[src/source/reg_file_pkg.sv]
/* widths, opcodes and packed bundles shared by the MIPS register file blocks
   referenced everywhere through the reg_file_pkg:: scope */
package reg_file_pkg;

	localparam int XLEN       = 32; // register word width
	localparam int REG_ADDR_W = 5;  // register index width

	// write operations, one per cycle at most
	typedef enum logic [2:0] {
		WR_NONE,
		WR_INT,      // full word to integer bank
		WR_INT_BYTE, // zero-extended low byte
		WR_LINK,     // return address after jal
		WR_FP64,     // double into a float pair
		WR_FP32,     // single into a float pair
		WR_HILO      // mul/div result
	} wr_op_e;

	typedef enum logic [1:0] {
		RD_INT,
		RD_STORE_BYTE,
		RD_FP,
		RD_STORE_FP
	} rd_op_e;

	typedef struct packed {
		logic [XLEN-1:0] msw; // even index
		logic [XLEN-1:0] lsw; // odd index
	} fp_pair_t;

	typedef struct packed {
		wr_op_e                op;
		logic [REG_ADDR_W-1:0] addr;
		logic [XLEN-1:0]       data;
		logic [2*XLEN-1:0]     data64;
	} wr_cmd_t;

	typedef struct packed {
		rd_op_e                op;
		logic [REG_ADDR_W-1:0] rs;
		logic [REG_ADDR_W-1:0] rt;
	} rd_req_t;

	typedef struct packed {
		logic [XLEN-1:0] rs_data;
		logic [XLEN-1:0] rs_msw;
		logic [XLEN-1:0] rt_data;
		logic [XLEN-1:0] rt_msw;
		logic [XLEN-1:0] hi;
		logic [XLEN-1:0] lo;
	} rd_data_t;

endpackage

[src/source/int_reg_bank.sv]
/* integer registers 1..31 plus HI/LO
   rising edge writes and two combinational read ports */
module int_reg_bank #(
	parameter int unsigned LINK_REG = 31
) (
	input  logic                                Clk,
	input  logic                                rst_n_i,
	input  reg_file_pkg::wr_cmd_t               wr_cmd_i,
	input  logic [reg_file_pkg::REG_ADDR_W-1:0] rs_i,
	input  logic [reg_file_pkg::REG_ADDR_W-1:0] rt_i,
	output logic [reg_file_pkg::XLEN-1:0]       rs_val_o,
	output logic [reg_file_pkg::XLEN-1:0]       rt_val_o,
	output reg_file_pkg::fp_pair_t              hilo_o
);

	localparam int NREGS = 2**reg_file_pkg::REG_ADDR_W;

	logic [reg_file_pkg::XLEN-1:0]       gpr_q [1:NREGS-1]; // no storage for r0
	reg_file_pkg::fp_pair_t              hilo_q;            // msw is HI
	logic                                wr_en;
	logic [reg_file_pkg::REG_ADDR_W-1:0] wr_idx;
	logic [reg_file_pkg::XLEN-1:0]       wr_word;

	always_comb begin
		wr_en   = (wr_cmd_i.op == reg_file_pkg::WR_INT) ||
		          (wr_cmd_i.op == reg_file_pkg::WR_INT_BYTE) ||
		          (wr_cmd_i.op == reg_file_pkg::WR_LINK);
		wr_idx  = wr_cmd_i.addr;
		wr_word = wr_cmd_i.data;
		if (wr_cmd_i.op == reg_file_pkg::WR_LINK)
			wr_idx = reg_file_pkg::REG_ADDR_W'(LINK_REG); // ignores wr addr
		if (wr_cmd_i.op == reg_file_pkg::WR_INT_BYTE)
			wr_word = {{(reg_file_pkg::XLEN-8){1'b0}}, wr_cmd_i.data[7:0]};
	end

	always_ff @(posedge Clk or negedge rst_n_i) begin
		if (!rst_n_i) begin
			for (int i = 1; i < NREGS; i++)
				gpr_q[i] <= '0;
			hilo_q <= '0;
		end else begin
			if (wr_en && (wr_idx != '0)) // writes to r0 are dropped
				gpr_q[wr_idx] <= wr_word;
			if (wr_cmd_i.op == reg_file_pkg::WR_HILO)
				hilo_q <= wr_cmd_i.data64; // upper half lands in HI
		end
	end

	// r0 is hardwired
	assign rs_val_o = (rs_i == '0) ? '0 : gpr_q[rs_i];
	assign rt_val_o = (rt_i == '0) ? '0 : gpr_q[rt_i];
	assign hilo_o   = hilo_q;

	// HI/LO may only move on the edge after a mul/div write
	hilo_hold_a: assert property (
		@(posedge Clk) disable iff (!rst_n_i)
		(wr_cmd_i.op != reg_file_pkg::WR_HILO) |=> $stable(hilo_q)
	) else $error("HI/LO changed without a WR_HILO command");

endmodule

[config.mk]
export PLATFORM = sky130hd
export DESIGN_NAME = int_reg_bank
export DESIGN_NICKNAME = d
export VERILOG_FILES = /design/src/source/reg_file_pkg.sv /design/src/source/int_reg_bank.sv
export SDC_FILE = /design/constraint.sdc
export NUM_CORES = 2
export LEC_CHECK = 0
export BUFFER_PORTS_ARGS = -buffer_cell sky130_fd_sc_hd__buf_2
export CELL_PAD_IN_SITES_DETAIL_PLACEMENT = 1
export CELL_PAD_IN_SITES_GLOBAL_PLACEMENT = 2
export CORE_MARGIN = 2
export CORE_UTILIZATION = 45
export CTS_CLUSTER_DIAMETER = 80
export DETAILED_ROUTE_END_ITERATION = 6
export PLACE_DENSITY_LB_ADDON = 0.1
export SYNTH_ARGS = -nofsm -noshare
export SYNTH_HDL_FRONTEND = slang
export SYNTH_SLANG_ARGS = --single-unit
[constraint.sdc]
create_clock -name Clk -period 2.3 [get_ports Clk]
set_input_delay 0.23 -clock Clk [delete_from_list [all_inputs] [get_ports Clk]]
set_output_delay 0.23 -clock Clk [all_outputs]
set_load 0.01 [all_outputs]
# Word-level counts from Yosys, hierarchy flattened
# Index checks and enable logic that the tools add are counted.
# totals
register_bits	1056
output_inout_bits	128
elab_cells	64
# classes
magnitude_cmp	4
n_eq_ne	4
n_mux	13
n_bitwise	3
n_reduce_logical	7
# op_table
cell	count
$bwmux W992	1
$bmux W32 S5	2
$mux W32	8
$demux W32 S5	1
$ge A6 B6 Y1 const B	3
$not A5 Y6	3
$logic_not A5 Y1	2
$eq A3 B2 Y1 const B	2
$lt A6 B1 Y1 const B	1
$mux W5	1
$reduce_bool A5 Y1	1
$eq A3 B1 Y1 const B	1
$eq A3 B3 Y1 const B	1
$logic_and A1 B1 Y1	2
$logic_or A1 B1 Y1	2

# Depth between registers and ports, before layout
# logic_depth
ltp_word	8
depth_mapped	8
depth_no_buf	4

# Worst setup path before layout
# OpenSTA, ideal clock, no wires.
# synth_timing
kind	input to output
startpoint	input port rs_i[0] in the netlist's numbering
endpoint	output port rs_val_o[17] in the netlist's numbering
t_arrival_ns	1.875
t_required_ns	2.070
path_slack_ns	0.195
cell_stages	6
path_buffers	3
path_cell_list	buf_2 > buf_2 > buf_2 > mux4_2 > a22oi_1 > nand4_1
# synth_between
elab_chain_cells	5
# synth_rtl
element	line	text
start, declared	int_reg_bank.sv:9	input logic [reg_file_pkg::REG_ADDR_W-1:0] rs_i,
$not A5 Y6 (implied by the code)	int_reg_bank.sv:50	assign rs_val_o = (rs_i == '0) ? '0 : gpr_q[rs_i];
$bmux W32 S5	int_reg_bank.sv:50	
$mux W32 (implied by the code) (2 in a row)	int_reg_bank.sv:50	
$mux W32 *	int_reg_bank.sv:50	
end, declared	int_reg_bank.sv:11	output logic [reg_file_pkg::XLEN-1:0] rs_val_o,
# Every way passes the cells marked *; elsewhere a longest branch is shown, timed or not. The select of a mux whose other input is x is not followed.

# Final worst setup path
# layout_timing
startpoint	register gpr_q[789] in the netlist's numbering
endpoint	output port rs_val_o[21] in the netlist's numbering
# layout_between
elab_chain_cells	4
# layout_rtl
element	line	text
start, declared	int_reg_bank.sv:18	logic [reg_file_pkg::XLEN-1:0] gpr_q [1:NREGS-1];
start signal, assigned by index	int_reg_bank.sv:43	gpr_q[wr_idx] <= wr_word;
$bmux W32 S5	int_reg_bank.sv:50	
$mux W32 (implied by the code) (2 in a row)	int_reg_bank.sv:50	
$mux W32	int_reg_bank.sv:50	
# Every way passes these cells. The select of a mux whose other input is x is not followed.

==> metrics.txt <==
final setup vio count 64; I/O pin total 244; vias in the first global route roughly 42000; WL met1 85.7 mm; area fraction of the dominant cell type after synthesis around 48%; CP max FO 3; first-pass GRT wire length roughly 300 mm; YS warnings 0; outcome finished, violations left; min-delay src wr_cmd_i[69]; Register Area 26400 sq um; GRT Util Overall ~33%; Die Wd between 300 and 400 um; Final min period about 2800 ps; Worst path top cell family by delay compound AO/OA/AOI/OAI gates; DP HPWL roughly 130 mm; sequential area share after synthesis 47.7%; Final Instance Area just under 70000 sq um; Worst Hold End gpr_q[421]; RSZ-0062 raised after global routing true; ys flop type dfrtp_1; cts bufs inserted roughly 130; cell at the root of the clock tree clkbuf_16; CTS H-Tree Depth 4; Layout Skew 0 ps; post-synth top area cell dfrtp_1; clock buffer depth 3; Worst Hold Class in2reg; Startpoint Class register; Power Density a little over 800 nW/um^2; Slew HR 29.2%; violated checks setup timing; dpl cells 5807; Seq cells post-synth 1056; r2r setup slk ~960 ps; num rows 128; NumNets Final 4640; Synth Instances 3915; pin count of the biggest net entering global routing 80; share of layout cells above drive strength 1 a little under three fifths; Slowest-stage cell, CP mux4_2; DRT Pass-1 Iters 5; mean routed wirelength per cell roughly 33 um; Achievable Freq 356 MHz; pre-CTS WS -296 ps; Avg Cell Area, Syn approximately 14 sq um; drt initial violations approximately 3100; Die ar. 126000 sq um; crit path buf inv count 1; DP Area slightly above 60000 sq um; Distinct cells, synth 44; worst setup path category reg2out; WL final just over 200 mm; crit end category primary output; Hold Path Depth 2; Post-synth EDFFs 0; worst-margin pin slew 1060 ps; slowest stage delay, CP roughly 470 ps; Power Total roughly 57 mW; Static Leak approximately 32 nW; required time worst endpoint about 2100 ps; Hold Vio Cnt, Final 0; FILL cells ~12000; worst-path cell chain mux4_2 -> a22o_1 -> a221oi_2 -> o211ai_1 -> buf_4; Sink Count between 1000 and 1500; met2 wire len between 90 and 100 mm; Worst Reg2Reg Path Length in Cells 2; Finished Layout Cells 6241; setup TNS -13670 ps; antenna violations before repair 3; DR vias around 40000; CTS tree done; reg-to-reg critical path startpoint hilo_o[43]; vias per inst between 6 and 7; Max Slew Vio Count 0; clock slew at reported path FFs about 60 ps; Max Used Layer met5; Setup WS post-layout -510 ps; Area contributors post-synth dfrtp_1 (48%), mux2_2 (22%), mux4_2 (14%); Reg2Reg Capture Point hilo_o[43]; GP Congestion roughly 0.87; Die Span Y 355 um; final hold slack between 100 and 150 ps; mapped cell area around 55000 sq um; fin util between 50% and 60%; Core Area 122000 sq um; grt ovf 0; area grow syn2layout 25.4%; Critical Path AT 2580 ps; period utilization 122%; Max VDD drop 789 uV; number of port buffers roughly 240; Post-Syn Nets a little over 4000; max-cap violation count 0; asr flop ratio synth 100%; Clk Latency, worst-skew pair around 760 ps; area of the multi-input gates roughly 28000 sq um; Starting Density between 40% and 50%; DRT antenna net count 0; remaining design rule violation count 0; met3 wire length roughly 11 mm
## worst reg2reg max path: stages (launching register included)
cell and delay [ps]:
dfrtp_1 390, mux2_2 280, dlygate4sd3_1 560
## where the power goes
group	switching [mW]	internal [mW]	total (mW)
clock	8.33	12.3	20.6
sequential	2.37	21.8	24.2
combinational	5.33	6.95	12.3
## Yosys cell counts, types with 3 or more instances
| library cell | n |
|---|---|
| mux2_2 | 1064 |
| dfrtp_1 | 1056 |
| mux4_2 | 347 |
| mux2i_1 | 222 |
| clkbuf_1 | 206 |
| buf_2 | 167 |
| a22oi_1 | 126 |
| nand2_1 | 124 |
| nand3_1 | 63 |
| o21ai_0 | 51 |
| nor2_1 | 47 |
| a211oi_1 | 39 |
| a21oi_1 | 36 |
| nand4_1 | 33 |
| a221oi_1 | 32 |
| o22ai_1 | 32 |
| nand2b_1 | 31 |
| a221o_1 | 29 |
| and2_1 | 29 |
| buf_1 | 26 |
| o31a_1 | 26 |
| nor2b_1 | 20 |
| mux2_1 | 19 |
| a22o_1 | 18 |
| a31oi_1 | 16 |
| buf_4 | 7 |
| a31o_2 | 6 |
| o211ai_1 | 5 |
| and3_1 | 4 |
| buf_6 | 4 |
| nand3b_1 | 4 |
| nor3b_1 | 4 |
| inv_1 | 3 |
| nor3_2 | 3 |
## how the worst max path moves through the flow
stage | start | endpoint | slack [ps] | depth (start not counted)
final | gpr_q[789] | rs_val_o[21] | -510 | 5
after global routing | gpr_q[277] | rs_val_o[21] | -630 | 5
after CTS | gpr_q[789] | rs_val_o[21] | -510 | 5
after detailed placement | rt_i[0] | rt_val_o[25] | -300 | 9
after global placement | rt_i[0] | rt_val_o[12] | -270 | 8
after floorplan | rs_i[0] | rs_val_o[17] | 200 | 6
## timing repair
item / CTS / global route
hold buffers: 97 / 0
pin swaps: 124 / 29
setup buffers: 106 / 19
endpoints found under the hold margin: 610 / 0
endpoints found under the setup margin: 64 / 64
cloned: 0 / 0
gates resized for setup: 171 / 42
## logic make-up (layout without fill, tap and decap cells)
group,Yosys count,count (layout),synth area share (%)
AOI/OAI and AO/OA,419,419,5.49
muxes,1652,1652,40.1
xor gates and xnor gates,1,1,0.0293
DFF,1056,1056,47.7
buffers and inverters,414,1113,3.28
and+or+nand+nor,373,373,3.44
other,0,2,0
## cells in the final DEF (no fill, tap or decap), types with 9 or more instances in the layout
master	n
mux2_2	1063
dfrtp_1	1056
buf_4	397
mux4_2	347
buf_2	219
mux2i_1	211
buf_12	146
clkbuf_16	134
nand2_1	109
dlygate4sd3_1	96
a22oi_1	87
o21ai_0	51
nand3_1	46
a22oi_2	39
a21oi_1	36
nand4_1	33
nor2_1	30
a221o_1	29
and2_1	28
o31a_1	26
a221oi_1	25
clkbuf_1	25
clkbuf_8	23
buf_6	23
a211oi_2	21
nand2b_1	20
mux2_1	19
a22o_1	18
o22ai_1	18
clkinv_2	18
a211oi_4	15
a31oi_1	14
nand3_2	13
nand2_2	11
nor2_4	11
nand2b_4	10
nor2b_1	9
## flip-flops by register name (all words and copies together) (netlist names)
name	cells
gpr_q	992
hilo_o	64
## metal layers
metal	vias up	track usage, %
met4	2	11.9
li1	16216	-
met5	-	0
met3	368	5.23
met2	1203	53.8
met1	21287	43.5
## cell type report
type / count / area share, %
Antenna cell: 2 / 0.00720
Tap cell: 1625 / 2.93
Multi-Input combinational cell: 2445 / 41.0
Inverter: 4 / 0.0216
Clock inverter: 42 / 0.720
Sequential cell: 1056 / 38.0
Clock buffer: 181 / 5.39
Timing Repair Buffer: 886 / 11.9
Power figures use the tool's default switching activity.
