File: config.mk
export PLATFORM = sky130hd
export DESIGN_NAME = reg_write_decode
export DESIGN_NICKNAME = d
export VERILOG_FILES = /design/src/source/reg_file_pkg.sv /design/src/source/reg_write_decode.sv
export SDC_FILE = /design/constraint.sdc
export NUM_CORES = 1
export LEC_CHECK = 0
export BUFFER_PORTS_ARGS = -buffer_cell sky130_fd_sc_hd__buf_2
export CAP_MARGIN = 20
export CORE_AREA = 2 2 91 93
export DETAILED_ROUTE_END_ITERATION = 8
export DIE_AREA = 0 0 93 95
export PLACE_DENSITY_LB_ADDON = 0.2
export SLEW_MARGIN = 20
export SYNTH_ARGS = -nofsm -noshare
export SYNTH_HDL_FRONTEND = slang
export SYNTH_SLANG_ARGS = --single-unit
File: constraint.sdc
create_clock -name vclk -period 0.8
set_input_delay 0.04 -clock vclk [all_inputs]
set_output_delay 0.04 -clock vclk [all_outputs]
set_load 0.02 [all_outputs]
File: src/source/reg_file_pkg.sv
/* widths, opcodes and packed bundles shared by the MIPS register file blocks
   referenced everywhere through the reg_file_pkg:: scope */
package reg_file_pkg;

	localparam int XLEN       = 32; // register word width
	localparam int REG_ADDR_W = 5;  // register index width

	// write operations, one per cycle at most
	typedef enum logic [2:0] {
		WR_NONE,
		WR_INT,      // full word to integer bank
		WR_INT_BYTE, // zero-extended low byte
		WR_LINK,     // return address after jal
		WR_FP64,     // double into a float pair
		WR_FP32,     // single into a float pair
		WR_HILO      // mul/div result
	} wr_op_e;

	typedef enum logic [1:0] {
		RD_INT,
		RD_STORE_BYTE,
		RD_FP,
		RD_STORE_FP
	} rd_op_e;

	typedef struct packed {
		logic [XLEN-1:0] msw; // even index
		logic [XLEN-1:0] lsw; // odd index
	} fp_pair_t;

	typedef struct packed {
		wr_op_e                op;
		logic [REG_ADDR_W-1:0] addr;
		logic [XLEN-1:0]       data;
		logic [2*XLEN-1:0]     data64;
	} wr_cmd_t;

	typedef struct packed {
		rd_op_e                op;
		logic [REG_ADDR_W-1:0] rs;
		logic [REG_ADDR_W-1:0] rt;
	} rd_req_t;

	typedef struct packed {
		logic [XLEN-1:0] rs_data;
		logic [XLEN-1:0] rs_msw;
		logic [XLEN-1:0] rt_data;
		logic [XLEN-1:0] rt_msw;
		logic [XLEN-1:0] hi;
		logic [XLEN-1:0] lo;
	} rd_data_t;

endpackage

File: src/source/reg_write_decode.sv
/* turns the raw per-cycle control strobes into one write command
   and one read request for the banks and the output mux */
module reg_write_decode (
	input  logic                                reg_write_i,
	input  logic                                load_byte_i,
	input  logic                                jal_i,
	input  logic                                float_write_i,
	input  logic                                muldiv_i,
	input  logic                                wide_write_i,
	input  logic [reg_file_pkg::REG_ADDR_W-1:0] wr_addr_i,
	input  logic [reg_file_pkg::XLEN-1:0]       wr_data_i,
	input  logic [2*reg_file_pkg::XLEN-1:0]     wr_data64_i,
	input  logic                                store_byte_i,
	input  logic                                float_read_i,
	input  logic                                store_fp_i,
	input  logic [reg_file_pkg::REG_ADDR_W-1:0] rs_i,
	input  logic [reg_file_pkg::REG_ADDR_W-1:0] rt_i,
	output reg_file_pkg::wr_cmd_t               wr_cmd_o,
	output reg_file_pkg::rd_req_t               rd_req_o
);

	reg_file_pkg::wr_op_e wr_op;
	reg_file_pkg::rd_op_e rd_op;

	// write priority, first match wins
	always_comb begin
		wr_op = reg_file_pkg::WR_NONE;
		if (reg_write_i) begin
			if (wide_write_i && muldiv_i)
				wr_op = reg_file_pkg::WR_HILO;
			else if (wide_write_i && float_write_i)
				wr_op = reg_file_pkg::WR_FP64;
			else if (float_write_i)
				wr_op = reg_file_pkg::WR_FP32; // msw cleared by the bank
			else if (load_byte_i)
				wr_op = reg_file_pkg::WR_INT_BYTE;
			else if (jal_i)
				wr_op = reg_file_pkg::WR_LINK; // address comes from the bank
			else
				wr_op = reg_file_pkg::WR_INT;
		end
	end

	// store-float needs both banks in the same cycle
	always_comb begin
		if (store_fp_i)
			rd_op = reg_file_pkg::RD_STORE_FP;
		else if (float_read_i)
			rd_op = reg_file_pkg::RD_FP;
		else if (store_byte_i)
			rd_op = reg_file_pkg::RD_STORE_BYTE;
		else
			rd_op = reg_file_pkg::RD_INT;
	end

	always_comb begin
		wr_cmd_o.op     = wr_op;
		wr_cmd_o.addr   = wr_addr_i;
		wr_cmd_o.data   = wr_data_i;
		wr_cmd_o.data64 = wr_data64_i;
		rd_req_o.op     = rd_op;
		rd_req_o.rs     = rs_i;
		rd_req_o.rt     = rt_i;
	end

endmodule

# [Word level (Yosys, flattened, before mapping)]
# Cells that the tools add are included.
[word_totals] latch_bits=0 n_memories=0 regBits=0 romBits=0 ramBits=0
[op_classes] n_eq_ne=0 mul=0 mux=9 n_bitwise=0 shift=0 add_sub_neg=0 reduce_logical=2 order_cmp=0 div_mod_pow=0
[op_table] operator="two-way mux 3 bit" count=4
[op_table] operator="two-way mux 2 bit" count=4
[op_table] operator="logical AND 1 bit" count=2
[op_table] operator="two-way mux 1 bit" count=1

# [Logic depth before layout (Yosys ltp)]
# Gate-level depths: netlist of the first run.
[depth] depth_word=6 ltp_mapped=2 depth_no_buf=2

# [Worst setup path before layout of the first run]
# OpenSTA, ideal clock, no wires.
[synth_path] path_type="input port to output port" start="input port float_write_i" end="output port wr_cmd_o[102] (netlist name)" path_buffers=0 arrival_time_ns=0.537 slack_ns=0.223 path_stages=2 required_ns=0.760 path_cell_list="o21bai_1 -> a21boi_1"
[synth_lines] item="from (decl)" line="reg_write_decode.sv:7" text="input logic float_write_i,"
[synth_lines] item="to (decl)" line="reg_write_decode.sv:18" text="output reg_file_pkg::wr_cmd_t wr_cmd_o,"

==> results.json, run 1 <==
{
  "fin_tns_setup_ns": 0,
  "fin_crit_ns": 0.655,
  "first_iter_violations": 0,
  "finalMaxSlewViolations": 0,
  "ys_seq_area_share_pct": 0,
  "fp.dieW_um": 93,
  "cpLargestDelayFamily": "buffers and inverters",
  "netlist_area_sq_um": 898,
  "critPathCaptureType": "output pin",
  "synthesis.nets": 242,
  "finalCritPeriodShare_pct": 81.9,
  "fin_cells": 130,
  "grt_use_met1_pct": 0.905,
  "critPathMaxFanout": 4,
  "drtPass1Iterations": 1,
  "synth_top_area_cell": "buf_4",
  "io_buffers": 14,
  "grt_pass1_wl_mm": 1.80,
  "routabilityCongestion": 0.437,
  "crit_type": "input port to output pin",
  "syn_area_per_cell_sq_um": 7.36,
  "slowest_stage": "buf_2",
  "drt_wl_total_mm": 1.59,
  "finalHoldViolCount": 0,
  "rows": 33,
  "postLayoutCellArea_sq_um": 267,
  "ys_types": 12,
  "crit_buf_inv": 2,
  "grtUsageMet2_pct": 3.08,
  "die_area_sq_um": 8840,
  "pin_count": 236,
  "grt-ovfl-total": 0,
  "grt.busiest_layer": "met4",
  "crit_chain": "buf_2 > o21bai_1 > a21boi_1 > buf_2",
  "cts_hold_buf": 0,
  "finalSetupViolCount": 0,
  "synth_cells": 122,
  "drive_above_1_share_pct": 60.0,
  "antenna_found_initial": 0,
  "critical-path-max-stage-delay_ns": 0.18,
  "antenna_cells": 0,
  "grt_max_degree": 5,
  "clockBufferCount": 0,
  "initial_core_util_pct": 11.3,
  "ir_drop_uv": 29.0,
  "rsz0062_at_grt": "no",
  "die_y_um": 95,
  "cpMostUsedCell": "buf_2",
  "fin_util_pct": 3.36,
  "fin_nets": 147,
  "synth_warnings": 0,
  "ant_nets": 0,
  "cp.arrival_ns": 0.61,
  "dp.cells": 130,
  "vias": 287,
  "finalPower_uw": 87.1,
  "met3_usage_pct": 3.67,
  "synth_top_cell_area_share_pct": 92.8,
  "status": "complete, no violations",
  "cts_setup_buffers": 0,
  "placed_area_sq_um": 267,
  "max_freq_ghz": 1.53,
  "critical_path.startpoint_type": "input port",
  "grt_pass1_vias": 281,
  "cp.required_ns": 0.76,
  "drc": 0,
  "cts_resized": 0,
  "area_growth_pct": -70.3,
  "nFlopsAndLatches": 0,
  "area.sequential_sq_um": 0,
  "worst_slew_pin_slew_ns": 0.127,
  "leakagePower_uw": 0.0000902,
  "groute.usage.overall_pct": 2.77,
  "layout_commonest_cell": "buf_2",
  "relSlewSlack_pct": 91.4,
  "drv_cap": 0,
  "synthTopCellsByArea": "buf_4 (93%), a21boi_1 (0.84%), a21o_1 (0.84%)",
  "hp-class": "input port to output pin",
  "cellPowerDensity_nw_per_um2": 327,
  "fp.coreArea_sq_um": 7930,
  "drt-vias-per-instance": 2.21,
  "wl_per_cell_um": 12.2
}
synthesized netlist by cell type (all sizes together):
cell / number
inv: 1
a21boi: 1
o21ai: 1
or2: 1
o21bai: 1
nand2: 1
nand2b: 1
and3: 1
a21oi: 1
a21o: 1
nor2b: 1
buf: 111
metrics by stage:
stage / hold WS (ns) / worst slack, ns
2_1_floorplan: 0.193 / 0.223
3_3_place_gp: 0.0801 / 0.135
3_5_place_dp: 0.0801 / 0.141
4_1_cts: 0.0801 / 0.141
5_1_grt: 0.0800 / 0.0554
6_report: 0.0800 / 0.145
where the power goes:
| group | leakage [uW] | total (uW) | switching, uW | internal [uW] |
|---|---|---|---|---|
| logic | 0.0000902 | 87.1 | 47.3 | 39.8 |
| clock network | 0 | 0 | 0 | 0 |
| registers | 0 | 0 | 0 | 0 |
| total | 0.0000902 | 87.1 | 47.3 | 39.8 |
logic make-up (layout without fill, tap and decap cells):
family / count (synthesis) / in the layout / share of synthesized area (%)
buffers and inverters: 112 / 15 / 93.2
AO/OA/AOI/OAI: 5 / 5 / 3.62
AND/OR/NAND/NOR: 5 / 5 / 3.20
path summary, 6_finish.rpt:
kind                           from       endpoint  slack (ns)  cells past startpoint
worst max-delay path  float_write_i  wr_cmd_o[102]        0.15                      4
worst min-delay path        rt_i[0]    rd_req_o[0]        0.08                      0
per-layer routing:
| layer | share of wire, % | up-vias | wire, um |
|---|---|---|---|
| met4 | 21 | 0 | 335 |
| met2 | 35 | 89 | 548 |
| met1 | 14 | 86 | 225 |
| met3 | 30 | 46 | 477 |
| met5 | 0 | - | 0 |
| li1 | - | 66 | - |
area by class of cell:
type                            instances  area, sq um
Multi-Input combinational cell         10         61.3
Timing Repair Buffer                   14         70.1
Inverter                                1         3.75
Tap cell                              105          131
Fill cell                             965         7660
Note: power is estimated with default switching activity, not from simulation.
==> inputs of run 2 (changes only) <==
CORE_AREA = 2 2 92 94   (was 2 2 91 93)
DIE_AREA = 0 0 94 96   (was 0 0 93 95)
==> run 2 against run 1 <==
  * Design area unchanged
  * Combinational power down 1%
  * First-iteration DRC count unchanged
  * Sequential share of layout area unchanged
  * Power down 1.5%
  * Critical endpoint unchanged
  * Final cell count unchanged
  * Routed wire length up 4.4%
==> results.json, run 2 (synthesized netlist as in run 1, its figures left out) <==
{
  "finalMaxSlewViolations": 0,
  "wl_per_cell_um": 12.7,
  "antenna_found_initial": 0,
  "relSlewSlack_pct": 92.6,
  "nFlopsAndLatches": 0,
  "fin_hold_ws_ns": 0.0800,
  "layout_setup_ws_ns": 0.157,
  "drv_cap": 0,
  "finalHoldViolCount": 0,
  "clockBufferCount": 0,
  "area.sequential_sq_um": 0,
  "antenna_cells": 0,
  "drtPass1Iterations": 1,
  "fp.coreArea_sq_um": 8050,
  "drt_wl_total_mm": 1.66,
  "cts_setup_buffers": 0,
  "grt_pass1_vias": 290,
  "cellPowerDensity_nw_per_um2": 322,
  "critPathCaptureType": "output pin",
  "io_buffers": 14,
  "cts_resized": 0,
  "critical_path.startpoint_type": "input port",
  "drt-vias-per-instance": 2.25,
  "min_path_cells": 0,
  "grtUsageMet2_pct": 2.68,
  "grt.busiest_layer": "met4",
  "drc": 0,
  "finalCritPeriodShare_pct": 80.4,
  "grt_max_degree": 5,
  "fp.dieW_um": 94,
  "area_growth_pct": -70.3,
  "grt_use_met1_pct": 0.609,
  "drive_above_1_share_pct": 60.0,
  "ant_nets": 0,
  "cp.required_ns": 0.76,
  "crit_type": "input port to output pin",
  "hpwl_mm": 1.37,
  "worst_slew_pin_slew_ns": 0.109,
  "die_y_um": 96,
  "status": "complete, no violations",
  "fin_crit_ns": 0.643,
  "groute.usage.overall_pct": 2.96,
  "grt_pass1_wl_mm": 1.92,
  "finalSetupViolCount": 0,
  "pin_count": 236,
  "fill_cells": 967,
  "min_from": "wr_data64_i[15]",
  "hp-class": "input port to output pin",
  "ir_drop_uv": 29.4,
  "rsz0062_at_grt": "no",
  "leakagePower_uw": 0.0000902,
  "initial_core_util_pct": 11.2,
  "multiInputGateArea_sq_um": 61.3,
  "cts_hold_buf": 0,
  "dp.cells": 130,
  "first_iter_violations": 0,
  "routabilityCongestion": 0.435,
  "fin_cells": 130,
  "vias": 292,
  "cp.arrival_ns": 0.60,
  "fin_nets": 147,
  "grt-ovfl-total": 0,
  "layout_commonest_cell": "buf_2",
  "critPathMaxFanout": 4,
  "fin_tns_setup_ns": 0,
  "finalPower_uw": 85.9,
  "crit_path_start": "float_write_i",
  "die_area_sq_um": 9020,
  "rows": 33,
  "max_freq_ghz": 1.55,
  "place_ws_ns": 0.155,
  "met3_usage_pct": 3.37
}
## run 2: cell type report
| cell class | instances | share of cell area, % |
|---|---|---|
| Multi-Input combinational cell | 10 | 23.0 |
| Tap cell | 105 | 49.3 |
| Timing Repair Buffer | 14 | 26.3 |
| Inverter | 1 | 1.41 |
## run 2: through the flow
step,area (sq um),util [%]
after global routing,267,3.31
after CTS,267,3.31
after detailed placement,267,3.31
final,267,3.31
after floorplan,898,-
after global placement,267,3.31
## run 2: metal layers
metal,up-vias,part of all wire (%)
met2,80,29
li1,66,-
met3,58,32
met5,-,0
met4,0,28
met1,88,10
## run 2: final timing paths
check	endpoint	slack (ns)
max	wr_cmd_o[102]	0.16
min	wr_cmd_o[15]	0.08
## run 2: worst max-delay path: stages
cell	delay, ns
buf_2	0.12
o21bai_1	0.15
a21boi_1	0.13
buf_2	0.17
## run 2: power breakdown
| part | internal, uW | switching (uW) | total [uW] |
|---|---|---|---|
| sequential | 0 | 0 | 0 |
| clock | 0 | 0 | 0 |
| combinational | 39.8 | 46.0 | 85.9 |
| total | 39.8 | 46.0 | 85.9 |
==> inputs of run 3 (changes only) <==
ABC_AREA = 1   (was not set)
==> run 3 against run 2 <==
  * Hold slack stayed put
  * Design area up 2.8%
  * Die area unchanged
  * Critical path type unchanged
==> results.json, run 3 <==
{
  "syn_area_per_cell_sq_um": 7.31,
  "cp.arrival_ns": 0.56,
  "ys_types": 11,
  "die_area_sq_um": 9020,
  "synth_warnings": 0,
  "critPathMaxFanout": 3,
  "leakagePower_uw": 0.0000954,
  "fp.coreArea_sq_um": 8050,
  "layout_setup_ws_ns": 0.195,
  "relSlewSlack_pct": 92.0,
  "finalMaxSlewViolations": 0,
  "critical_path.startpoint_type": "input port",
  "finalCritPeriodShare_pct": 75.6,
  "drive_above_1_share_pct": 70.4,
  "final_cell_mix": "buf_2 (14), inv_1 (2), nand2_2 (2), a21oi_1 (2)",
  "ys_top_cells_by_count": "buf_4 (111), a21oi_1 (2), inv_1 (2), nand2_2 (2)",
  "netlist_area_sq_um": 906,
  "hp-class": "input port to output pin",
  "pin_count": 236,
  "rows": 33,
  "groute.usage.overall_pct": 2.68,
  "synth.most_common_cell": "buf_4",
  "fin_tns_setup_ns": 0,
  "worst_slew_pin_slew_ns": 0.120,
  "fp.dieW_um": 94,
  "grt_pass1_wl_mm": 1.80,
  "die_y_um": 96,
  "p_sw_share_pct": 57.5,
  "initial_core_util_pct": 11.3,
  "area_growth_pct": -69.8,
  "fill_cells": 963,
  "cts_setup_buffers": 0,
  "finalHoldViolCount": 0,
  "drt-vias-per-instance": 2.19,
  "synthesis.nets": 244,
  "drt_wl_total_mm": 1.55,
  "p_int_uw": 39.1,
  "synth_cells": 124,
  "clkPwrFrac_pct": 0,
  "routabilityCongestion": 0.432,
  "synthTopCellsByArea": "buf_4 (92%), nand2_2 (1.4%), a21oi_1 (1.1%)",
  "crit_type": "input port to output pin",
  "place_ws_ns": 0.197,
  "ys_seq_area_share_pct": 0,
  "cp.required_ns": 0.76,
  "grt_max_degree": 4,
  "wl_per_cell_um": 11.7,
  "hpwl_mm": 1.27,
  "fin_crit_ns": 0.605,
  "cts_resized": 0,
  "grt_pass1_vias": 309,
  "rsz0062_at_grt": "no",
  "first_iter_violations": 0,
  "power_frac_seq_pct": 0,
  "area.sequential_sq_um": 0,
  "io_buffers": 14,
  "synth_top_area_cell": "buf_4",
  "clockBufferCount": 0,
  "ir_drop_uv": 40.4,
  "fin_nets": 149,
  "critPathCaptureType": "output pin",
  "drc": 0,
  "drv_cap": 0,
  "nFlopsAndLatches": 0,
  "status": "complete, no violations",
  "drtPass1Iterations": 1,
  "synth_top_cell_area_share_pct": 92.0,
  "antenna_found_initial": 0,
  "cts_hold_buf": 0,
  "antenna_cells": 0,
  "ant_nets": 0,
  "finalSetupViolCount": 0,
  "vias": 289,
  "max_freq_ghz": 1.65,
  "layout_commonest_cell": "buf_2",
  "comb_power_share_pct": 100.0,
  "grt-ovfl-total": 0,
  "cellPowerDensity_nw_per_um2": 335,
  "power.switching_uw": 52.8
}
run 3: cell types whose count changed after synthesis, sizes merged:
cell    previous run  this run
nor2               0         1
and3               1         0
a21boi             1         0
nand2              1         3
inv                1         3
a21oi              1         2
nand3              0         1
a21o               1         0
nand2b             1         0
nor2b              1         0
run 3: path summary, 6_finish.rpt:
kind | start | endpoint | slack [ns] | cells past startpoint
setup / recovery | float_write_i | wr_cmd_o[102] | 0.20 | 5
hold / removal | rs_i[4] | rd_req_o[9] | 0.08 | 0
run 3: metrics by stage:
| step | hold WS, ns | instance area [sq um] | cells | utilization [%] | total power [uW] |
|---|---|---|---|---|---|
| 5_1_grt | 0.0800 | 274 | 132 | 3.40 | 100 |
| 6_report | 0.0800 | 274 | 132 | 3.40 | 91.9 |
| 3_5_place_dp | 0.0801 | 274 | 132 | 3.40 | 93.1 |
| 4_1_cts | 0.0801 | 274 | 132 | 3.40 | 93.6 |
| 2_1_floorplan | 0.193 | 906 | 124 | - | 859 |
| 3_3_place_gp | 0.0801 | 274 | 132 | 3.40 | 95.4 |
run 3: cell families (layout without fill, tap and decap cells):
group	Yosys count	in the layout	share of synthesized area (%)
compound gates	4	4	2.49
buf+inv	114	17	93.2
simple gates	6	6	4.28
run 3: power groups by stage:
| stage | Sequential (uW) | Combinational (uW) | Clock [uW] |
|---|---|---|---|
| finish | 0 | 91.9 | 0 |
| global route | 0 | 100 | 0 |
| floorplan | 0 | 859 | 0 |
| CTS | 0 | 93.6 | 0 |
| global placement | 0 | 95.4 | 0 |
| detailed placement | 0 | 93.1 | 0 |
run 3: layout make-up:
cell class                      count  area [sq um]  share of cell area (%)
Inverter                            3          11.3                    4.11
Tap cell                          105           131                    47.9
Multi-Input combinational cell     10          61.3                    22.4
Timing Repair Buffer               14          70.1                    25.6
run 3: metal layers:
layer | share of wire (%) | GRT usage (%) | vias up
met3 | 37 | 4.31 | 58
met5 | 0 | 0 | -
met4 | 26 | 7.97 | 0
met1 | 8.3 | 0.328 | 88
li1 | - | - | 69
met2 | 28 | 2.08 | 74
run 3: worst max-delay path, stage by stage:
cell and delay [ns]:
buf_2 0.11, inv_2 0.06, o21ai_1 0.06, a21oi_1 0.12, buf_2 0.18
