===== src/source/reg_file_pkg.sv =====
/* widths, opcodes and packed bundles shared by the MIPS register file blocks
   referenced everywhere through the reg_file_pkg:: scope */
package reg_file_pkg;

	localparam int XLEN       = 32; // register word width
	localparam int REG_ADDR_W = 5;  // register index width

	// write operations, one per cycle at most
	typedef enum logic [2:0] {
		WR_NONE,
		WR_INT,      // full word to integer bank
		WR_INT_BYTE, // zero-extended low byte
		WR_LINK,     // return address after jal
		WR_FP64,     // double into a float pair
		WR_FP32,     // single into a float pair
		WR_HILO      // mul/div result
	} wr_op_e;

	typedef enum logic [1:0] {
		RD_INT,
		RD_STORE_BYTE,
		RD_FP,
		RD_STORE_FP
	} rd_op_e;

	typedef struct packed {
		logic [XLEN-1:0] msw; // even index
		logic [XLEN-1:0] lsw; // odd index
	} fp_pair_t;

	typedef struct packed {
		wr_op_e                op;
		logic [REG_ADDR_W-1:0] addr;
		logic [XLEN-1:0]       data;
		logic [2*XLEN-1:0]     data64;
	} wr_cmd_t;

	typedef struct packed {
		rd_op_e                op;
		logic [REG_ADDR_W-1:0] rs;
		logic [REG_ADDR_W-1:0] rt;
	} rd_req_t;

	typedef struct packed {
		logic [XLEN-1:0] rs_data;
		logic [XLEN-1:0] rs_msw;
		logic [XLEN-1:0] rt_data;
		logic [XLEN-1:0] rt_msw;
		logic [XLEN-1:0] hi;
		logic [XLEN-1:0] lo;
	} rd_data_t;

endpackage


===== src/source/read_port_mux.sv =====
/* selects read data from both banks by read opcode and registers it
   fields not named by the opcode keep their last value */
module read_port_mux (
	input  logic                          Clk,
	input  logic                          rst_n_i,
	input  reg_file_pkg::rd_req_t         rd_req_i,
	input  logic [reg_file_pkg::XLEN-1:0] int_rs_i,
	input  logic [reg_file_pkg::XLEN-1:0] int_rt_i,
	input  reg_file_pkg::fp_pair_t        fp_rs_i,
	input  reg_file_pkg::fp_pair_t        fp_rt_i,
	input  reg_file_pkg::fp_pair_t        hilo_i,
	output reg_file_pkg::rd_data_t        rd_data_o
);

	reg_file_pkg::rd_data_t        rd_q;
	logic [reg_file_pkg::XLEN-1:0] rt_byte;
	logic                          rs_even;
	logic                          rt_even;
	logic                          fp_class;

	assign rt_byte  = {{(reg_file_pkg::XLEN-8){1'b0}}, int_rt_i[7:0]};
	assign rs_even  = !rd_req_i.rs[0];
	assign rt_even  = !rd_req_i.rt[0];
	assign fp_class = (rd_req_i.op == reg_file_pkg::RD_FP) ||
	                  (rd_req_i.op == reg_file_pkg::RD_STORE_FP);

	always_ff @(posedge Clk or negedge rst_n_i) begin
		if (!rst_n_i) begin
			rd_q <= '0;
		end else begin
			rd_q.hi <= hilo_i.msw; // HI/LO tracked every cycle
			rd_q.lo <= hilo_i.lsw;
			case (rd_req_i.op)
				reg_file_pkg::RD_INT: begin
					rd_q.rs_data <= int_rs_i;
					rd_q.rt_data <= int_rt_i;
				end
				reg_file_pkg::RD_STORE_BYTE: begin
					rd_q.rs_data <= int_rs_i; // base address stays a full word
					rd_q.rt_data <= rt_byte;
				end
				reg_file_pkg::RD_FP: begin
					if (rs_even) begin
						rd_q.rs_data <= fp_rs_i.lsw;
						rd_q.rs_msw  <= fp_rs_i.msw;
					end
					if (rt_even) begin
						rd_q.rt_data <= fp_rt_i.lsw;
						rd_q.rt_msw  <= fp_rt_i.msw;
					end
				end
				reg_file_pkg::RD_STORE_FP: begin
					rd_q.rs_data <= int_rs_i; // integer base, float value
					if (rt_even) begin
						rd_q.rt_data <= fp_rt_i.lsw;
						rd_q.rt_msw  <= fp_rt_i.msw;
					end
				end
			endcase
		end
	end

	assign rd_data_o = rd_q;

	// upper words belong to float reads only
	msw_hold_a: assert property (
		@(posedge Clk) disable iff (!rst_n_i)
		!fp_class |=> ($stable(rd_q.rs_msw) && $stable(rd_q.rt_msw))
	) else $error("msw output changed on an integer-class read");

endmodule


===== config.mk =====
export PLATFORM = sky130hd
export DESIGN_NAME = read_port_mux
export DESIGN_NICKNAME = d
export VERILOG_FILES = /design/src/source/reg_file_pkg.sv /design/src/source/read_port_mux.sv
export SDC_FILE = /design/constraint.sdc
export NUM_CORES = 1
export LEC_CHECK = 0
export BUFFER_PORTS_ARGS = -buffer_cell sky130_fd_sc_hd__buf_2
export CAP_MARGIN = 40
export CORE_AREA = 2 2 178 180
export CTS_CLUSTER_SIZE = 8
export DETAILED_ROUTE_END_ITERATION = 16
export DIE_AREA = 0 0 180 182
export GPL_ROUTABILITY_DRIVEN = 0
export SYNTH_ARGS = -nofsm -noshare
export SYNTH_HDL_FRONTEND = slang
export SYNTH_SLANG_ARGS = --single-unit

===== constraint.sdc =====
create_clock -name Clk -period 2.1 [get_ports Clk]
set_clock_uncertainty 0.05 [all_clocks]
set_input_delay 0.42 -clock Clk [delete_from_list [all_inputs] [get_ports Clk]]
set_output_delay 0.42 -clock Clk [all_outputs]
set_load 0.05 [all_outputs]

# Word-level counts from Yosys, hierarchy flattened
# Cells that the tools add are included.
# word_totals
ff_bits	192
# classes
eq_ne	5
mux	4
reduce_logical	5
bitwise	2
# ops
op	n
$mux W64	2
$pmux W32 S3	1
$pmux W32 S2	1
$eq A2 B2 Y1 const B	2
$ne A2 B2 Y1 const B	2
$reduce_and A2 Y1	2
$reduce_or A3 Y1	1
$eq A2 B1 Y1 const B	1
$logic_not A2 Y1	1
$not A1 Y1	2
$reduce_or A2 Y1	1

# Longest topological paths before layout
# Gate-level depths: netlist (run 1).
# depth
word_depth	3
ltp_mapped	5
ltp_nobuf	2

# Worst setup path after synthesis (run 1)
# Ideal clock, no wire load.
# synth_path
path_kind	input to register
from	input rd_req_i[5] (netlist name)
to	register rd_q (netlist bit rd_data_o[129])
t_arrival_ps	1321
n_path_buf	2
setup_time_ps	125
path_slack_ps	604
required_ps	1925
cell_stages	4
cell_sequence	buf_6 > nor3b_4 > buf_6 > mux2_2
# synth_between
elab_chain_len	2
# synth_lines
element	line	source
start: declaration	read_port_mux.sv:6	input reg_file_pkg::rd_req_t rd_req_i,
$not A1 Y1 (no source line)	n/a	
$reduce_and A2 Y1 (no source line)	n/a	
end: declaration	read_port_mux.sv:15	reg_file_pkg::rd_data_t rd_q;
# Every way passes these cells.
# A chain may end at the register's enable or synchronous reset.

# Worst setup path after layout (run 1)
# layout_path
from	register rd_q (netlist bit rd_data_o[130])
to	output rd_data_o[130] (netlist name)
# layout_rtl
element	line	source
end: declaration	read_port_mux.sv:12	output reg_file_pkg::rd_data_t rd_data_o
# No word-level cell between the ends.

==> results of run 1 <==
## metrics by stage
stage | cell area, um^2 | total power, W | utilization, %
floorplan | 7180 | 0.00619 | -
global placement | 9980 | 0.00706 | 32.2
detailed placement | 9990 | 0.00710 | 32.3
CTS | 10900 | 0.0105 | 35.3
global route | 11000 | 0.0108 | 35.5
finish | 11000 | 0.0103 | 35.5
## timing repair
action	in CTS	in global routing
hold buffers	36	6
endpoints found under the setup margin	0	0
hold endpoints to repair	76	6
## Yosys cell counts
cell type | instances | share of area [%]
sky130_fd_sc_hd__a22o_1 | 14 | 1.7
sky130_fd_sc_hd__mux2i_1 | 28 | 3.9
sky130_fd_sc_hd__nor2_1 | 9 | 0.47
sky130_fd_sc_hd__mux2_1 | 3 | 0.47
sky130_fd_sc_hd__buf_2 | 3 | 0.21
sky130_fd_sc_hd__nor3b_4 | 1 | 0.26
sky130_fd_sc_hd__nor2b_1 | 2 | 0.17
sky130_fd_sc_hd__buf_4 | 4 | 0.42
sky130_fd_sc_hd__buf_6 | 12 | 1.9
sky130_fd_sc_hd__nand2b_1 | 10 | 0.87
sky130_fd_sc_hd__mux2_2 | 139 | 22
sky130_fd_sc_hd__a21oi_1 | 8 | 0.56
sky130_fd_sc_hd__clkbuf_2 | 2 | 0.14
sky130_fd_sc_hd__dfrtp_1 | 192 | 67
sky130_fd_sc_hd__clkbuf_1 | 5 | 0.26
## logic make-up (layout without fill, tap and decap cells)
logic type | count (synthesis) | after routing | synth area share (%)
buffers and inverters | 26 | 546 | 2.91
DFF | 192 | 192 | 66.9
muxes | 170 | 170 | 26.2
other | 0 | 1 | 0
AOI/OAI and AO/OA | 22 | 22 | 2.26
and+or+nand+nor | 22 | 22 | 1.78
## path summary, 6_finish.rpt
kind	to	startpoint	slack (ns)	depth (start not counted)
worst max-delay path	rd_data_o[130]	rd_data_o[130]	0.49	1
worst min-delay path	rd_data_o[54]	hilo_i[54]	0.03	1
worst max register to register	rd_data_o[160]	rd_data_o[160]	1.01	2
worst min register to register	rd_data_o[70]	rd_data_o[70]	0.43	1
max in group asynchronous	rd_data_o[20]	rst_n_i	0.93	3
min in group asynchronous	rd_data_o[157]	rst_n_i	0.45	2
## power by group
group          switching [W]  internal [W]  total (W)
logic                0.00195      0.000865    0.00281
clock network        0.00159       0.00170    0.00328
registers           0.000166       0.00408    0.00424
## routing by layer
layer | share of wire (%) | vias up
li1 | - | 2538
met1 | 39 | 2661
met2 | 52 | 263
met3 | 6.7 | 37
met4 | 2.5 | 0
met5 | 0 | -
## final cells by class
cell class                 count  share of cell area [%]
tap                          402                    4.57
timing repair buffer         514                    26.6
sequential                   192                    43.6
antenna                        1                  0.0227
clock inverter                15                    1.52
clock buffer                  17                    3.86
multi-input combinational    214                    19.8
==> impl_summary.md, run 1 <==
Status
The run finished with clean final reports.

Routing
The average wire per cell in the routed design is 16.3 um. After detailed routing, the number of remaining DRC violations is 0. Before antenna repair, the detailed router went through 4 iterations. The detailed router finished its first iteration with 156 violations. The remaining number of nets flagged by the antenna check after routing is 0. Summed over all layers, the routed wires come to roughly 22000 um. The mean number of vias per cell is about 4.1.

Across all layers, the routed design uses approximately 5500 vias.

Setup path
The worst path required time is ~1.6 ns. The cell with the largest stage delay on the worst path is sky130_fd_sc_hd__dfrtp_1. STA classifies the critical path endpoint as a primary output.

The top fanout value on the critical path is 2. The cell family with the largest share of critical-path delay is flip-flops. The worst setup path is of the flip-flop to primary output kind. Walking the worst path, the cells encountered are buf_2. The longest individual stage delay on the worst path is roughly 0.40 ns. STA classifies the critical path startpoint as a flip-flop. The combined buffer and inverter count along the critical path is 1.

The critical path arrival is ~1.1 ns.

Cells and area
The library cell used most frequently in the layout, excluding fill and tap cells, is sky130_fd_sc_hd__buf_2. The growth of design area from synthesis to finish is 53.3%. The count of placed standard cells in the final layout, fillers left out is roughly 1400. The flip-flop and latch area is a little under 5000 um^2.

The multi-input combinational cell area is between 2000 and 2500 um^2. In the layout the commonest cells are sky130_fd_sc_hd__buf_2 (452), sky130_fd_sc_hd__dfrtp_1 (192), sky130_fd_sc_hd__mux2_2 (139). The final layout net count is about 1200.

In the final layout, the share of cells above drive strength 1 is about two thirds. The count of fill cells added during filler insertion is about 3100. The number of flip-flops under the largest register name is around 190.

GRT
The met3 track demand over resource is under 10%. The initial antenna violation count is 1. The total global routing track utilization is 13.3%. The most used routing layer is met2. The global-route wire length before repair is ~33000 um. Summed over all layers, the global routing overflow is 0. Global routing used 14.7% of the available met1 tracks. The number of global-route vias before repair is 5846. The maximum number of pins on one net before global-route repair is 50.

Global routing consumed, on the met2 layer, 23.5% of the routing resources.

Floorplan
The area of the placeable core is about 31000 um^2. The initial core utilization is between 20% and 30%. The I/O pin count is 462. The die boundary height is between 150 and 200 um. The overall die area is about 33000 um^2. In this run the core area contains 65 standard-cell rows. The x dimension of the die is between 150 and 200 um.

Place
Once detailed placement completed, the half-perimeter wirelength came to about 17000 um. The total instance count after detailed placement is between 1000 and 1500. The count of input and output buffers is between 400 and 500. The pre-CTS setup slack is ~0.28 ns.

Clock network
The number of sinks on the clock net is around 190. After clock tree synthesis, the setup repair step added 0 buffers. The maximum buffer depth of the clock tree is 2. The maximum level of the CTS H-tree is 4. Clock-pin slew was measured on the worst setup and hold paths at roughly 0.070 ns. The insertion delay of the later-clocked pin in the worst-skew pair is between 0.4 and 0.5 ns. Gates resized during post-CTS repair numbered 0. Clock tree synthesis selected as its root buffer the cell sky130_fd_sc_hd__clkbuf_16. In this run, CTS created clock tree buffers numbering 17. TritonCTS built the clock tree.

Timing
The post-layout worst setup margin is slightly below 0.5 ns. Final hold analysis gives a worst-case slack of approximately 0.033 ns. The transition time at the pin with the least slew margin is around 0.6 ns.

Setup repair after global routing left no endpoint under its margin. The final-report setup violation count is 0. Measured against its own limit, the worst slew margin works out to 59.9%. The max-slew violation count is 0. The final critical path time including I/O delays and setup is 1.61 ns. The fmax is ~620 MHz. The count of endpoints failing hold in the final timing report came to 0.

The sum of negative setup slack is 0 ns. The final critical path takes up 76.6% of the cycle.

Pwr
The peak supply drop is between 400 and 500 uV. Dividing total power by cell area gives a power density of roughly 940 nW/um^2. The analysis attributes to cell leakage a power of around 5.5 nW.

Job
The max-cap violation count is 0.

Hold path
The type of the worst min-delay path is input pin to flip-flop.

Synth
The synthesized netlist contains 15 unique library cells. The number of warnings reported in the yosys synthesis log is 0. The area of the mapped netlist is 7180 um^2.

The mean area per synthesized cell is 16.6 um^2. The sequential area share after synthesis is about 67%. Counting every net in the synthesized netlist gives 702. The synthesized design contains 192 register bits.

After technology mapping, the gate count stands at about 430.
Power figures use the tool's default switching activity.
==> inputs of run 2 (changes only) <==
--- a/config.mk
+++ b/config.mk
@@ -5,6 +5,7 @@
 export SDC_FILE = /design/constraint.sdc
 export NUM_CORES = 1
 export LEC_CHECK = 0
+export ABC_AREA = 1
 export BUFFER_PORTS_ARGS = -buffer_cell sky130_fd_sc_hd__buf_2
 export CAP_MARGIN = 40
 export CORE_AREA = 2 2 178 180
==> constraint.sdc (replaced) <==
create_clock -name Clk -period 1.7 [get_ports Clk]
set_clock_uncertainty 0.05 [all_clocks]
set_input_delay 0.34 -clock Clk [delete_from_list [all_inputs] [get_ports Clk]]
set_output_delay 0.34 -clock Clk [all_outputs]
set_load 0.05 [all_outputs]
==> run 2 against run 1 <==
Worst hold slack improved by 0.023 ns. Power up 19%. Utilization grew 0.92 points. Count of clock-buffer cells in the layout unchanged. Register-to-register slack lost 0.10 ns. First-iteration DRC count is 99% higher. Largest power group unchanged. Highest routed layer is now met5.
==> impl_summary.md, run 2 <==
Floorplan
The number of rows created at floorplan is 65 (unchanged). The x dimension of the die was 180 um (unchanged). The initial core utilization is 23.4% (was 23.2%). The area of the placeable core is 31000 um^2 (unchanged). The overall die area is 32800 um^2 (unchanged). The I/O pin count is 462 (unchanged). The die boundary height was 182 um (unchanged).

GRT
The number of global-route vias before repair is 7269 (was 5846). The global-route wire length before repair is 40600 um (was 32900 um). The overflow left after global routing is 0 (unchanged).

The total global routing track utilization is 15.8% (was 13.3%). The initial antenna violation count is 4 (was 1). The maximum number of pins on one net before global-route repair is 61 (was 50).

Clock network
The clock tree from TritonCTS was built (unchanged). The post-CTS clock slew at the launch and capture registers of the worst setup and hold paths is 0.08 ns (was 0.07 ns). The clock root buffer master was sky130_fd_sc_hd__clkbuf_16 (unchanged).

The count of instances resized after the clock tree is built came to 0 (unchanged). The number of sinks on the clock net is 192 (unchanged). The TritonCTS buffer count came to 17 (unchanged). The maximum level of the CTS H-tree is 4 (unchanged). The insertion delay of the later-clocked pin in the worst-skew pair is 0.43 ns (was 0.44 ns). The maximum buffer depth of the clock tree is 2 (unchanged).

Synth
Top cells by area, synth: sky130_fd_sc_hd__dfrtp_1 (66%), sky130_fd_sc_hd__nand2_1 (15%), sky130_fd_sc_hd__nand3_1 (8.3%) (was sky130_fd_sc_hd__dfrtp_1 (67%), sky130_fd_sc_hd__mux2_2 (22%), sky130_fd_sc_hd__mux2i_1 (3.9%)). The sequential area share after synthesis is 66.2% (was 66.9%). The biggest area consumer among synthesized cells is sky130_fd_sc_hd__dfrtp_1 (unchanged). The post-synthesis cell count was 763 (was 432). The number of different library cells in the post-synthesis netlist is 14 (was 15). The flip-flop cell with the highest count after synthesis is sky130_fd_sc_hd__dfrtp_1 (unchanged). The number of warnings reported in the yosys synthesis log is 0 (unchanged). The net count after synthesis is 1033 (was 702). The number of enable-type register cells in the synthesized netlist is 0 (unchanged). Leading post-synthesis cells by instance count: sky130_fd_sc_hd__nand2_1 (299), sky130_fd_sc_hd__dfrtp_1 (192), sky130_fd_sc_hd__nand3_1 (120) (was sky130_fd_sc_hd__dfrtp_1 (192), sky130_fd_sc_hd__mux2_2 (139), sky130_fd_sc_hd__mux2i_1 (28)). The share of async-settable or async-resettable flops after synthesis is 100% (unchanged). The total of flip-flops plus latches after synthesis is 192 (unchanged). The mean area per synthesized cell came to 9.51 um^2 (was 16.6 um^2). The portion of synthesized cell area occupied by the leading cell type is 66.2% (was 66.9%). The most used standard cell by instance count after synthesis is sky130_fd_sc_hd__nand2_1 (was sky130_fd_sc_hd__dfrtp_1). The area of the mapped netlist is 7250 um^2 (was 7180 um^2).

Setup path
The kind of start point of the critical path was a flip-flop (unchanged). The top fanout value on the critical path was 2 (unchanged). The end of the worst register-to-register path is rd_data_o[189] (was rd_data_o[160]). The capturing element of the worst setup path is rd_data_o[189] (was rd_data_o[130]). The cell with the largest stage delay on the worst path was sky130_fd_sc_hd__dfrtp_1 (unchanged).

The origin of the worst setup path is rd_data_o[189] (was rd_data_o[130]). The longest individual stage delay on the worst path came to 0.42 ns (was 0.40 ns). The cell family with the largest share of critical-path delay was flip-flops (unchanged). The critical path arrival is 1.16 ns (was 1.14 ns). The type of destination of the critical path is a primary output (unchanged). The setup slack on the worst flop-to-flop path is 0.91 ns (was 1.01 ns).

The combined buffer and inverter count along the critical path was 1 (unchanged). The number of cell instances on the worst register-to-register path is 2 (unchanged). The critical path depth in cells came to 1 (unchanged). Chain of cells forming the critical path: buf_2 (unchanged). The critical register-to-register path startpoint is rd_data_o[189] (was rd_data_o[160]). The worst path required time is 1.31 ns (was 1.63 ns).

The class of the most critical setup path is flip-flop to primary output (unchanged).

Cells and area
The final layout net count was 1550 (was 1209). The count of placed standard cells in the final layout, fillers left out is 1694 (was 1355). The final instance area is 11300 um^2 (was 11000 um^2).

Commonest cells after routing, fill and taps aside: sky130_fd_sc_hd__buf_2 (452), sky130_fd_sc_hd__nand2_1 (299), sky130_fd_sc_hd__dfrtp_1 (192) (was sky130_fd_sc_hd__buf_2 (452), sky130_fd_sc_hd__dfrtp_1 (192), sky130_fd_sc_hd__mux2_2 (139)). The number of flip-flops under the largest register name is 192 (unchanged). The ratio of cells with drive above 1 in the final layout is 39.9% (was 68.0%). The growth of design area from synthesis to finish is 55.8% (was 53.3%). The most common library cell in the layout ignoring fill and taps is sky130_fd_sc_hd__buf_2 (unchanged).

Routing
The total detailed-routing wirelength was 25900 um (was 22100 um). The mean number of vias per cell is 4.24 (was 4.06). The DRC violations left is 0 (unchanged). The number of detailed-routing iterations run before antenna repair was 4 (unchanged).

The number of vias in the routed layout is 7181 (was 5499). The iteration-0 DRC count of the detailed router was 310 (was 156). The remaining number of nets flagged by the antenna check after routing is 0 (unchanged).

The average wire per cell in the routed design is 15.3 um (was 16.3 um).

Timing
The max-slew violation count is 0 (unchanged). After layout, the worst path uses about nine tenths of the clock period. Unrepaired setup endpoints after global routing: no (unchanged). The final critical path time including I/O delays and setup is ~1.6 ns.

The final-report setup violation count is 0 (unchanged). The worst slew slack as a fraction of its limit is 65.0% (was 59.9%). For this run, the top clock speed supported by timing is 643 MHz. The count of endpoints failing hold in the final timing report was 0 (unchanged). The transition time at the pin with the least slew margin was 0.525 ns (was 0.601 ns). The sum of negative setup slack came to 0 ns (unchanged).

The post-layout worst setup margin is 0.146 ns (was 0.491 ns). The worst hold slack across all endpoints was 0.0565 ns (was 0.0330 ns).

Hold path
The type of the worst min-delay path is input pin to flip-flop (unchanged).

Pwr
The ratio of total power to cell area is 1090 nW/um^2 (was 939 nW/um^2). The peak supply drop is 569 uV (was 482 uV). The standby leakage power is 6.21 nW (was 5.48 nW).

Place
The instance area at placement is 10100 um^2 (was 9990 um^2). The total instance count after detailed placement is 1598 (was 1280). The count of input and output buffers came to 453 (unchanged). The detailed placer's ending HPWL was 19000 um (was 16700 um). The pre-CTS setup slack is 0.149 ns (was 0.276 ns).

Status
Status: finished clean (unchanged).

Job
The max-cap violation count is 0 (unchanged).
-- run 2: repair_timing --
action	in CTS	in global routing
hold endpoints to repair	97	0
buffers inserted	0	0
hold buffers	65	0
-- run 2: area by class of cell --
class / instances / area [um^2]
Antenna cell: 1 / 2.50
Clock buffer: 17 / 425
Clock inverter: 13 / 133
Fill cell: 3175 / 19700
Inverter: 38 / 145
Multi-Input combinational cell: 486 / 2070
Sequential cell: 192 / 4800
Tap cell: 402 / 503
Timing Repair Buffer: 545 / 3220
-- run 2: routing by layer --
metal | vias to the layer above | share of wire [%] | track usage, %
met5 | - | 0.11 | 0
met1 | 3396 | 41 | 19.2
met4 | 6 | 1.9 | 5.66
met2 | 296 | 50 | 27.0
met3 | 31 | 6.9 | 4.07
li1 | 3452 | - | -
-- run 2: worst min-delay path by stage --
| stage | from | to | cells after the start |
|---|---|---|---|
| floorplan | rst_n_i | rd_data_o[0] | 0 |
| global placement | rst_n_i | rd_data_o[40] | 1 |
| detailed placement | rst_n_i | rd_data_o[40] | 1 |
| CTS | fp_rt_i[50] | rd_data_o[82] | 3 |
| global route | fp_rt_i[42] | rd_data_o[74] | 3 |
| finish | fp_rt_i[50] | rd_data_o[82] | 3 |
-- run 2: kinds of logic after synthesis --
group                  share of synthesized area, %
AND/OR/NAND/NOR                                28.5
buffers and inverters                          5.26
flip-flops                                     66.2
-- run 2: where the power goes --
group	leakage [nW]	switching [W]	internal, W	total [W]
clock	0.269	0.00192	0.00192	0.00384
combinational	3.62	0.00241	0.000855	0.00326
sequential	2.32	0.000210	0.00499	0.00520
total	6.21	0.00454	0.00777	0.0123
-- run 2: through the flow --
| stage | total power, W | util [%] |
|---|---|---|
| 2_1_floorplan | 0.00733 | - |
| 3_3_place_gp | 0.00843 | 32.6 |
| 3_5_place_dp | 0.00846 | 32.6 |
| 4_1_cts | 0.0125 | 36.5 |
| 5_1_grt | 0.0129 | 36.5 |
| 6_report | 0.0123 | 36.5 |
